**config.mk**
```make
export PLATFORM = sky130hd
export DESIGN_NAME = stat_sync_top
export DESIGN_NICKNAME = d
export VERILOG_FILES = /design/src/stat_sync_pkg.sv /design/src/dp_sync.sv /design/src/stat_event_capture.sv /design/src/stat_apb_regs.sv /design/src/stat_sync_top.sv
export SDC_FILE = /design/constraint.sdc
export NUM_CORES = 1
export LEC_CHECK = 0
export BUFFER_PORTS_ARGS = -buffer_cell sky130_fd_sc_hd__buf_2
export CAP_MARGIN = 20
export CORE_ASPECT_RATIO = 1.1
export CORE_MARGIN = 8
export CORE_UTILIZATION = 40
export DETAILED_ROUTE_END_ITERATION = 12
export PLACE_DENSITY_LB_ADDON = 0.12
export SETUP_SLACK_MARGIN = 0.05
export SLEW_MARGIN = 25
export SYNTH_ARGS = -nofsm -noshare
export SYNTH_HDL_FRONTEND = slang
export SYNTH_HIERARCHICAL = 1
export SYNTH_SLANG_ARGS = --single-unit
```
**constraint.sdc**
```tcl
create_clock -name clk -period 3.9 [get_ports clk]
set_input_delay 0.78 -clock clk [delete_from_list [all_inputs] [get_ports clk]]
set_output_delay 0.78 -clock clk [all_outputs]
set_load 0.02 [all_outputs]
```
**src/stat_sync_pkg.sv**
```systemverilog
`default_nettype none

package stat_sync_pkg;

   // Width of the APB byte address seen by the register block
   localparam int apb_addr_width = 4;

   // Byte offsets of the four 32-bit registers
   // CTRL holds the synchronizer depth and the flush control
   localparam logic [apb_addr_width-1:0] addr_ctrl    = 4'h0;
   // STATUS returns the synchronized status levels and is read only
   localparam logic [apb_addr_width-1:0] addr_status  = 4'h4;
   // PENDING returns the sticky event bits, writing ones clears them
   localparam logic [apb_addr_width-1:0] addr_pending = 4'h8;
   // MASK enables each pending bit onto irq when set to one
   localparam logic [apb_addr_width-1:0] addr_mask    = 4'hc;

   // Lowest bit of the 2-bit synchronizer mode field in CTRL
   localparam int ctrl_mode_lsb  = 0;

   // Flush bit in CTRL, holding both synchronizer stages at their reset value
   localparam int ctrl_flush_bit = 2;

   // Synchronizer mode codes
   // The input passes straight through with no register in the path
   localparam logic [1:0] sync_bypass = 2'b00;

   // The output is taken after the first register stage
   localparam logic [1:0] sync_one    = 2'b01;

   // The output is taken after the second register stage
   // Code 2'b11 is not defined and falls back to bypass
   localparam logic [1:0] sync_two    = 2'b10;

endpackage

`default_nettype wire

```
**src/dp_sync.sv**
```systemverilog
`default_nettype none

module dp_sync #(
   parameter int                  dp_width = 1,
   parameter logic [dp_width-1:0] dp_reset = '0
) (
   input  wire                 clk,
   input  wire                 async_reset_n,
   input  wire                 sync_reset_n,
   input  wire  [1:0]          sync_ctrl,
   input  wire  [dp_width-1:0] d,
   output logic [dp_width-1:0] o
);

   import stat_sync_pkg::*;

   logic [dp_width-1:0] dp_sync_stage_1_dout;
   logic [dp_width-1:0] dp_sync_stage_2_dout;

   // The stage instance names are long and fixed so that false-path
   // constraints and metastability-hardened flop settings can find them
   // The first stage samples the asynchronous input directly
   dp_sync_regstage #(
      .dp_width (dp_width),
      .dp_init  (dp_reset)
   ) dp_sync_stage_1 (
      .clk           (clk),
      .async_reset_n (async_reset_n),
      .sync_reset_n  (sync_reset_n),
      .d             (d),
      .o             (dp_sync_stage_1_dout)
   );

   // The second stage resolves any metastability left by the first
   dp_sync_regstage #(
      .dp_width (dp_width),
      .dp_init  (dp_reset)
   ) dp_sync_stage_2 (
      .clk           (clk),
      .async_reset_n (async_reset_n),
      .sync_reset_n  (sync_reset_n),
      .d             (dp_sync_stage_1_dout),
      .o             (dp_sync_stage_2_dout)
   );

   // Output select by mode
   // Bypass is only safe when the source already runs on clk
   always_comb begin
      case (sync_ctrl)
         sync_bypass: o = d;
         sync_one:    o = dp_sync_stage_1_dout;
         sync_two:    o = dp_sync_stage_2_dout;
         // The undefined code behaves as bypass
         default:     o = d;
      endcase
   end

endmodule

module dp_sync_regstage #(
   parameter int                  dp_width = 32,
   parameter logic [dp_width-1:0] dp_init  = '0
) (
   input  wire                 clk,
   input  wire                 async_reset_n,
   input  wire                 sync_reset_n,
   input  wire  [dp_width-1:0] d,
   output logic [dp_width-1:0] o
);

   // Asynchronous reset and synchronous flush both load the init value
   // The flush is registered control from clk, so it is safe as a sync reset
   always_ff @(posedge clk or negedge async_reset_n) begin
      if (!async_reset_n) begin
         o <= dp_init;
      end else if (!sync_reset_n) begin
         o <= dp_init;
      end else begin
         o <= d;
      end
   end

endmodule

`default_nettype wire

```
**src/stat_event_capture.sv**
```systemverilog
`default_nettype none

module stat_event_capture #(
   parameter int stat_width = 8
) (
   input  wire                   clk,
   input  wire                   async_reset_n,
   input  wire  [stat_width-1:0] stat_sync,
   input  wire  [stat_width-1:0] pend_clear,
   input  wire  [stat_width-1:0] irq_mask,
   output logic [stat_width-1:0] pending,
   output logic                  irq
);

   // Copy of the synchronized levels from the previous clock edge
   logic [stat_width-1:0] stat_prev;

   // One bit per line that is high now and was low at the last edge
   logic [stat_width-1:0] rise;

   // Next value of the sticky pending register
   logic [stat_width-1:0] pending_next;

   // The copy follows the synchronizer output at every edge
   // During reset the synchronizer drives its reset value, so the copy
   // holds that value when reset is released and no false edge is seen
   always_ff @(posedge clk) begin
      stat_prev <= stat_sync;
   end

   // Rising edge seen at edge k compares the current level against the
   // copy taken at edge k-1
   assign rise = stat_sync & ~stat_prev;

   // Clear first, then set
   // A rising edge in the same cycle as a clear keeps the bit set,
   // so no event can be lost to a racing software clear
   always_comb begin
      pending_next = pending & ~pend_clear;
      pending_next = pending_next | rise;
   end

   // Pending bits are sticky until software clears them
   // A line that stays high does not set its bit again after a clear
   always_ff @(posedge clk or negedge async_reset_n) begin
      if (!async_reset_n) begin
         pending <= '0;
      end else begin
         pending <= pending_next;
      end
   end

   // irq is combinational from pending and mask, so it rises in the same
   // cycle as the pending bit and drops as soon as the mask is cleared
   assign irq = |(pending & irq_mask);

   // A pending bit may only turn on at an edge where its line had a rising
   // edge, which rules out spurious set paths through the clear logic
   a_pend_set_needs_rise : assert property (
      @(posedge clk) disable iff (!async_reset_n)
         ((pending & ~$past(pending)) & ~$past(rise)) == '0
   ) else begin
      $error("pending bit set without a rising edge, pending=%h rise=%h",
             pending, $past(rise));
   end

endmodule

`default_nettype wire

```
**src/stat_apb_regs.sv**
```systemverilog
`default_nettype none

module stat_apb_regs #(
   parameter int stat_width = 8
) (
   input  wire                                       clk,
   input  wire                                       async_reset_n,
   input  wire                                       psel,
   input  wire                                       penable,
   input  wire                                       pwrite,
   input  wire  [stat_sync_pkg::apb_addr_width-1:0]  paddr,
   input  wire  [31:0]                               pwdata,
   input  wire  [stat_width-1:0]                     stat_sync,
   input  wire  [stat_width-1:0]                     pending,
   output logic [31:0]                               prdata,
   output logic [1:0]                                sync_ctrl,
   output logic                                      sync_reset_n,
   output logic [stat_width-1:0]                     pend_clear,
   output logic [stat_width-1:0]                     irq_mask
);

   import stat_sync_pkg::*;

   // CTRL fields
   logic [1:0] ctrl_mode;
   logic       ctrl_flush;

   // MASK register, one enable bit per status line
   logic [stat_width-1:0] mask_reg;

   // Access-cycle qualifiers
   logic wr_access;
   logic rd_access;

   // Per-register write strobes
   logic wr_ctrl;
   logic wr_pending;
   logic wr_mask;

   // There are no wait states, so every access cycle completes
   assign wr_access = psel & penable & pwrite;
   assign rd_access = psel & penable & ~pwrite;

   // Full address compare, so unaligned offsets hit nothing
   assign wr_ctrl    = wr_access && (paddr == addr_ctrl);
   assign wr_pending = wr_access && (paddr == addr_pending);
   assign wr_mask    = wr_access && (paddr == addr_mask);

   // CTRL comes out of reset as two-stage synchronization without flush
   always_ff @(posedge clk or negedge async_reset_n) begin
      if (!async_reset_n) begin
         ctrl_mode  <= sync_two;
         ctrl_flush <= 1'b0;
      end else if (wr_ctrl) begin
         ctrl_mode  <= pwdata[ctrl_mode_lsb +: 2];
         ctrl_flush <= pwdata[ctrl_flush_bit];
      end
   end

   // All lines are masked out of irq after reset
   always_ff @(posedge clk or negedge async_reset_n) begin
      if (!async_reset_n) begin
         mask_reg <= '0;
      end else if (wr_mask) begin
         mask_reg <= pwdata[stat_width-1:0];
      end
   end

   // The clear pulse lasts exactly the access cycle of a PENDING write,
   // so the bits drop at the edge that ends the access like any write
   always_comb begin
      if (wr_pending) begin
         pend_clear = pwdata[stat_width-1:0];
      end else begin
         pend_clear = '0;
      end
   end

   assign sync_ctrl    = ctrl_mode;
   // Flush drives the synchronous reset of both synchronizer stages
   assign sync_reset_n = ~ctrl_flush;
   assign irq_mask     = mask_reg;

   // Read mux, valid only in the access cycle of a read
   // Unused upper bits and unmapped offsets read as zero
   always_comb begin
      prdata = '0;
      if (rd_access) begin
         case (paddr)
            addr_ctrl: begin
               prdata[ctrl_mode_lsb +: 2] = ctrl_mode;
               prdata[ctrl_flush_bit]     = ctrl_flush;
            end
            addr_status: begin
               // In bypass mode this is a live view of the input pins
               prdata[stat_width-1:0] = stat_sync;
            end
            addr_pending: begin
               prdata[stat_width-1:0] = pending;
            end
            addr_mask: begin
               prdata[stat_width-1:0] = mask_reg;
            end
            default: begin
               prdata = '0;
            end
         endcase
      end
   end

   // An access cycle must follow a setup cycle of the same transfer
   a_apb_access_phase : assert property (
      @(posedge clk) disable iff (!async_reset_n)
         penable |-> (psel && $past(psel))
   ) else begin
      $error("penable high without psel held from setup, psel=%b", psel);
   end

endmodule

`default_nettype wire

```
**src/stat_sync_top.sv**
```systemverilog
`default_nettype none

module stat_sync_top #(
   parameter int                    stat_width = 8,
   parameter logic [stat_width-1:0] stat_reset = '0
) (
   input  wire                                       clk,
   input  wire                                       async_reset_n,
   input  wire                                       psel,
   input  wire                                       penable,
   input  wire                                       pwrite,
   input  wire  [stat_sync_pkg::apb_addr_width-1:0]  paddr,
   input  wire  [31:0]                               pwdata,
   output logic [31:0]                               prdata,
   input  wire  [stat_width-1:0]                     stat_in,
   output logic                                      irq
);

   // Synchronizer control from the register block
   wire [1:0]            sync_ctrl;
   wire                  sync_reset_n;

   // Status levels in the clk domain
   wire [stat_width-1:0] stat_sync;

   // Interrupt side signals between the register block and event capture
   wire [stat_width-1:0] pend_clear;
   wire [stat_width-1:0] irq_mask;
   wire [stat_width-1:0] pending;

   // Software-visible registers on APB
   stat_apb_regs #(
      .stat_width (stat_width)
   ) u_regs (
      .clk           (clk),
      .async_reset_n (async_reset_n),
      .psel          (psel),
      .penable       (penable),
      .pwrite        (pwrite),
      .paddr         (paddr),
      .pwdata        (pwdata),
      .stat_sync     (stat_sync),
      .pending       (pending),
      .prdata        (prdata),
      .sync_ctrl     (sync_ctrl),
      .sync_reset_n  (sync_reset_n),
      .pend_clear    (pend_clear),
      .irq_mask      (irq_mask)
   );

   // Brings the asynchronous status lines into the clk domain
   dp_sync #(
      .dp_width (stat_width),
      .dp_reset (stat_reset)
   ) u_sync (
      .clk           (clk),
      .async_reset_n (async_reset_n),
      .sync_reset_n  (sync_reset_n),
      .sync_ctrl     (sync_ctrl),
      .d             (stat_in),
      .o             (stat_sync)
   );

   // Rising-edge capture and masked interrupt output
   stat_event_capture #(
      .stat_width (stat_width)
   ) u_events (
      .clk           (clk),
      .async_reset_n (async_reset_n),
      .stat_sync     (stat_sync),
      .pend_clear    (pend_clear),
      .irq_mask      (irq_mask),
      .pending       (pending),
      .irq           (irq)
   );

endmodule

`default_nettype wire

```
==> summary.md <==
| Metric | Value |
|---|---|
| Outcome | `completed` |
| Post-Route WL | `approximately 4500 µm` |
| Total gr overflow | `0` |
| Min Tclk post-route | `around 3.1 ns` |
| H-tree depth | `2` |
| GR Util All Layers | `roughly an eighth` |
| Placeable Area | `between 5000 and 6000 µm²` |
| Post_cts resized | `0` |
| First-pass DRT Iterations | `4` |
| Initial detailed-routing violation count | `88` |
| Layout cells sized above 1 | `about 26%` |
| Die Ht | `slightly above 90 µm` |
| CTS buffer count | `5` |
| Pleak | `roughly 1.2 nW` |
| TritonCTS clock tree | `done` |
| Setup TNS | `0 ns` |
| CP max FO | `8` |
| Post-CTS Setup Bufs | `0` |
| IR drop worst, VDD | `between 0.2 and 0.25 mV` |
| CP Capture Point | `prdata[0]` |
| Vias in the first global route | `1,399` |
| Die X | `about 86 µm` |
| Asr flop ratio synth | `about four fifths` |
| Worst-path clk slew | `approximately 0.08 ns` |
| Initial antenna violation count | `0` |
| Antenna viol nets, final | `0` |
| Cts hold-fix bufs | `0` |
| Most used DFF post-synth | `dfrtp_1` |
| R2R setup slack | `between 2 and 2.5 ns` |
| Startpoint Class | `flip-flop` |
| Cell Area, Synth | `about 2200 µm²` |
| Beginning of the worst hold path | `u_events/stat_prev[5]` |
| WP data arrival | `~2.3 ns` |
| Most Used Layer, Global Route | `met2` |
| Reg-to-reg endpoint | `u_events/pending[0]` |
| Final-report max-slew violation count | `0` |
| Setup crit start | `u_regs/sync_ctrl[1]` |
| # diodes | `0` |
| RSZ-0062 raised after global routing | `false` |
| Hold crit path type | `flip-flop to flip-flop` |
| Clock sink count | `43` |
| Grt met3 use | `4.298%` |
| Buffers on Ports | `33` |
| Relative slew slack | `46.39%` |
| Fillcell total | `~530` |
| Area post-placement | `between 2000 and 2500 µm²` |
| Die area | `approximately 8000 µm²` |
| Clock Tree Root | `clkbuf_8` |
| Met2 Resource Use GR | `between 15 and 20%` |
| Via density | `between 4 and 5` |
| EDFF count, synth | `0` |
| Bufs on Longest Clock Path | `2` |
| Number of max-cap violations | `0` |
| Synth Instances | `about 200` |
| Core Rows | `28` |
| Worst setup EP type | `output pin` |
| Final Skew | `between 0.009 and 0.01 ns` |
| Worst skew pair latency | `between 0.2 and 0.3 ns` |
| Routed len/inst | `14.35 µm` |
| Worst path required time | `around 3.1 ns` |
| FF-to-FF path depth | `5` |
| Post-synthesis average cell area | `10.57 µm²` |
| Nets@finish | `288` |
| Period utilisation layout | `slightly below 80%` |
| # IOs | `slightly above 80` |
| Highest Clock Rate | `323.7 MHz` |
| Crit Path Class | `flip-flop to output pin` |
| Register area share after synthesis | `between 40% and 50%` |
| Area grow syn2layout | `9.982%` |
| Grt met1 use | `between 10% and 20%` |
| Final hold vios | `0` |
| Register area | `between 1000 and 1500 µm²` |
| Area of the multi-input gates | `about 900 µm²` |
| FF-to-FF Start | `u_regs/sync_ctrl[1]` |
| Design area | `approximately 2400 µm²` |
| First-pass GRT wire length | `around 7400 µm` |
| Final setup violation count | `0` |
| Pwr dens | `around 430 nW/µm²` |
| Warnings from Yosys | `6` |
| Count of unique library cells instantiated by Yosys | `28` |
| Post-synthesis register bit count | `43` |
| Hold slack | `0.3887 ns` |
| Initial Util | `40.75%` |
| Slew @ Worst Pin | `between 0.8 and 0.9 ns` |
| HPWL after DPL | `about 3300 µm` |
| Largest net degree at the start of global routing | `36` |
| Via count | `~1,400` |
| Final RePlAce weighted congestion | `approximately 0.76` |
| DRC violations left | `0` |
-- cells by family after synthesis --
logic type,count (synthesis),share of synthesized area [%]
AO/OA/AOI/OAI,36,11.32
adder cells (fa/ha/maj),2,1.161
buffers and inverters,49,13.99
flip-flops,43,48.11
multiplexers,22,11.14
other,1,0.1739
AND/OR/NAND/NOR,51,14.10
-- how the worst min path moves through the flow --
stage | depth (start not counted) | end | slack (ns)
3_3_place_gp | 1 | u_events/pending[6] | 0.39
5_1_grt | 1 | u_events/pending[7] | 0.41
3_5_place_dp | 1 | u_events/pending[1] | 0.39
2_1_floorplan | 1 | u_events/pending[0] | 0.38
6_report | 1 | u_events/pending[5] | 0.39
4_1_cts | 1 | u_events/pending[2] | 0.40
-- power by group --
group          switching [mW]  total [mW]  internal, mW  leakage (nW)
Combinational           0.118       0.197        0.0793         0.628
Sequential             0.0245       0.524         0.500         0.476
Clock                   0.146       0.307         0.162        0.0515
-- layout make-up --
| type | count | area share [%] |
|---|---|---|
| tap | 75 | 3.958 |
| sequential | 43 | 43.75 |
| multi-input combinational | 135 | 38.10 |
| timing repair buffer | 33 | 6.966 |
| clock buffer | 8 | 4.222 |
| inverter | 19 | 3.008 |
-- critical path, stage by stage, from the launching register on --
cell,delay [ns]
dfstp_2,0.56
ha_1,0.34
a22oi_1,0.14
o21ai_0,0.40
mux2i_1,0.14
o22a_1,0.20
nor2_1,0.07
buf_2,0.17
-- registers in the layout (all words and copies together), names as in the netlist --
signal / count
u_regs/irq_mask: 8
u_sync/dp_sync_stage_1/o: 8
u_regs/ctrl_flush: 1
u_sync/dp_sync_stage_2/o: 8
u_events/pending: 8
u_regs/sync_ctrl: 2
u_events/stat_prev: 8
-- placed cells by master, fill, tap and decap left out --
cell type	instances
mux2i_1	6
mux2_2	16
o22a_1	3
nand4b_1	1
buf_2	33
dfxtp_1	8
inv_1	19
dfrtp_1	34
nand2_1	9
nand4_1	1
nand3_2	1
nor2_2	1
clkbuf_8	7
a22oi_1	17
clkbuf_1	1
o22ai_1	8
nor2_1	9
nor2b_1	1
nor4_4	1
or4_1	1
dfstp_2	1
o21ai_0	8
or3b_1	1
ha_1	2
or3_4	1
and2_1	24
conb_1	24
-- per-stage QoR --
step / power, mW / instances / setup slack [ns] / utilization, %
floorplan: 0.6984 / 227 / 1.324 / -
global placement: 0.7313 / 305 / 1.086 / 42.93
detailed placement: 0.7326 / 305 / 1.105 / 42.93
CTS: 1.044 / 313 / 0.7701 / 44.82
global route: 1.097 / 313 / 0.5217 / 44.82
finish: 1.029 / 313 / 0.8112 / 44.82
-- layer usage --
layer,vias up,routed length [µm]
met3,5,423
li1,711,-
met4,0,55
met1,678,2012
met2,51,1998
met5,-,0
-- synth_stat cells, drive strengths merged (2+ instances only) --
cell type | n | area [µm²]
dfxtp | 8 | 160.2
mux2i | 6 | 60.06
and2 | 24 | 150.1
mux2 | 16 | 180.2
a22oi | 17 | 127.6
dfrtp | 34 | 850.8
buf | 29 | 226.5
o22a | 3 | 26.28
o22ai | 8 | 50.05
o21ai | 8 | 40.04
nand2 | 9 | 33.78
ha | 2 | 25.02
inv | 19 | 71.32
nor2 | 10 | 40.04
Power figures use the tool's default switching activity.
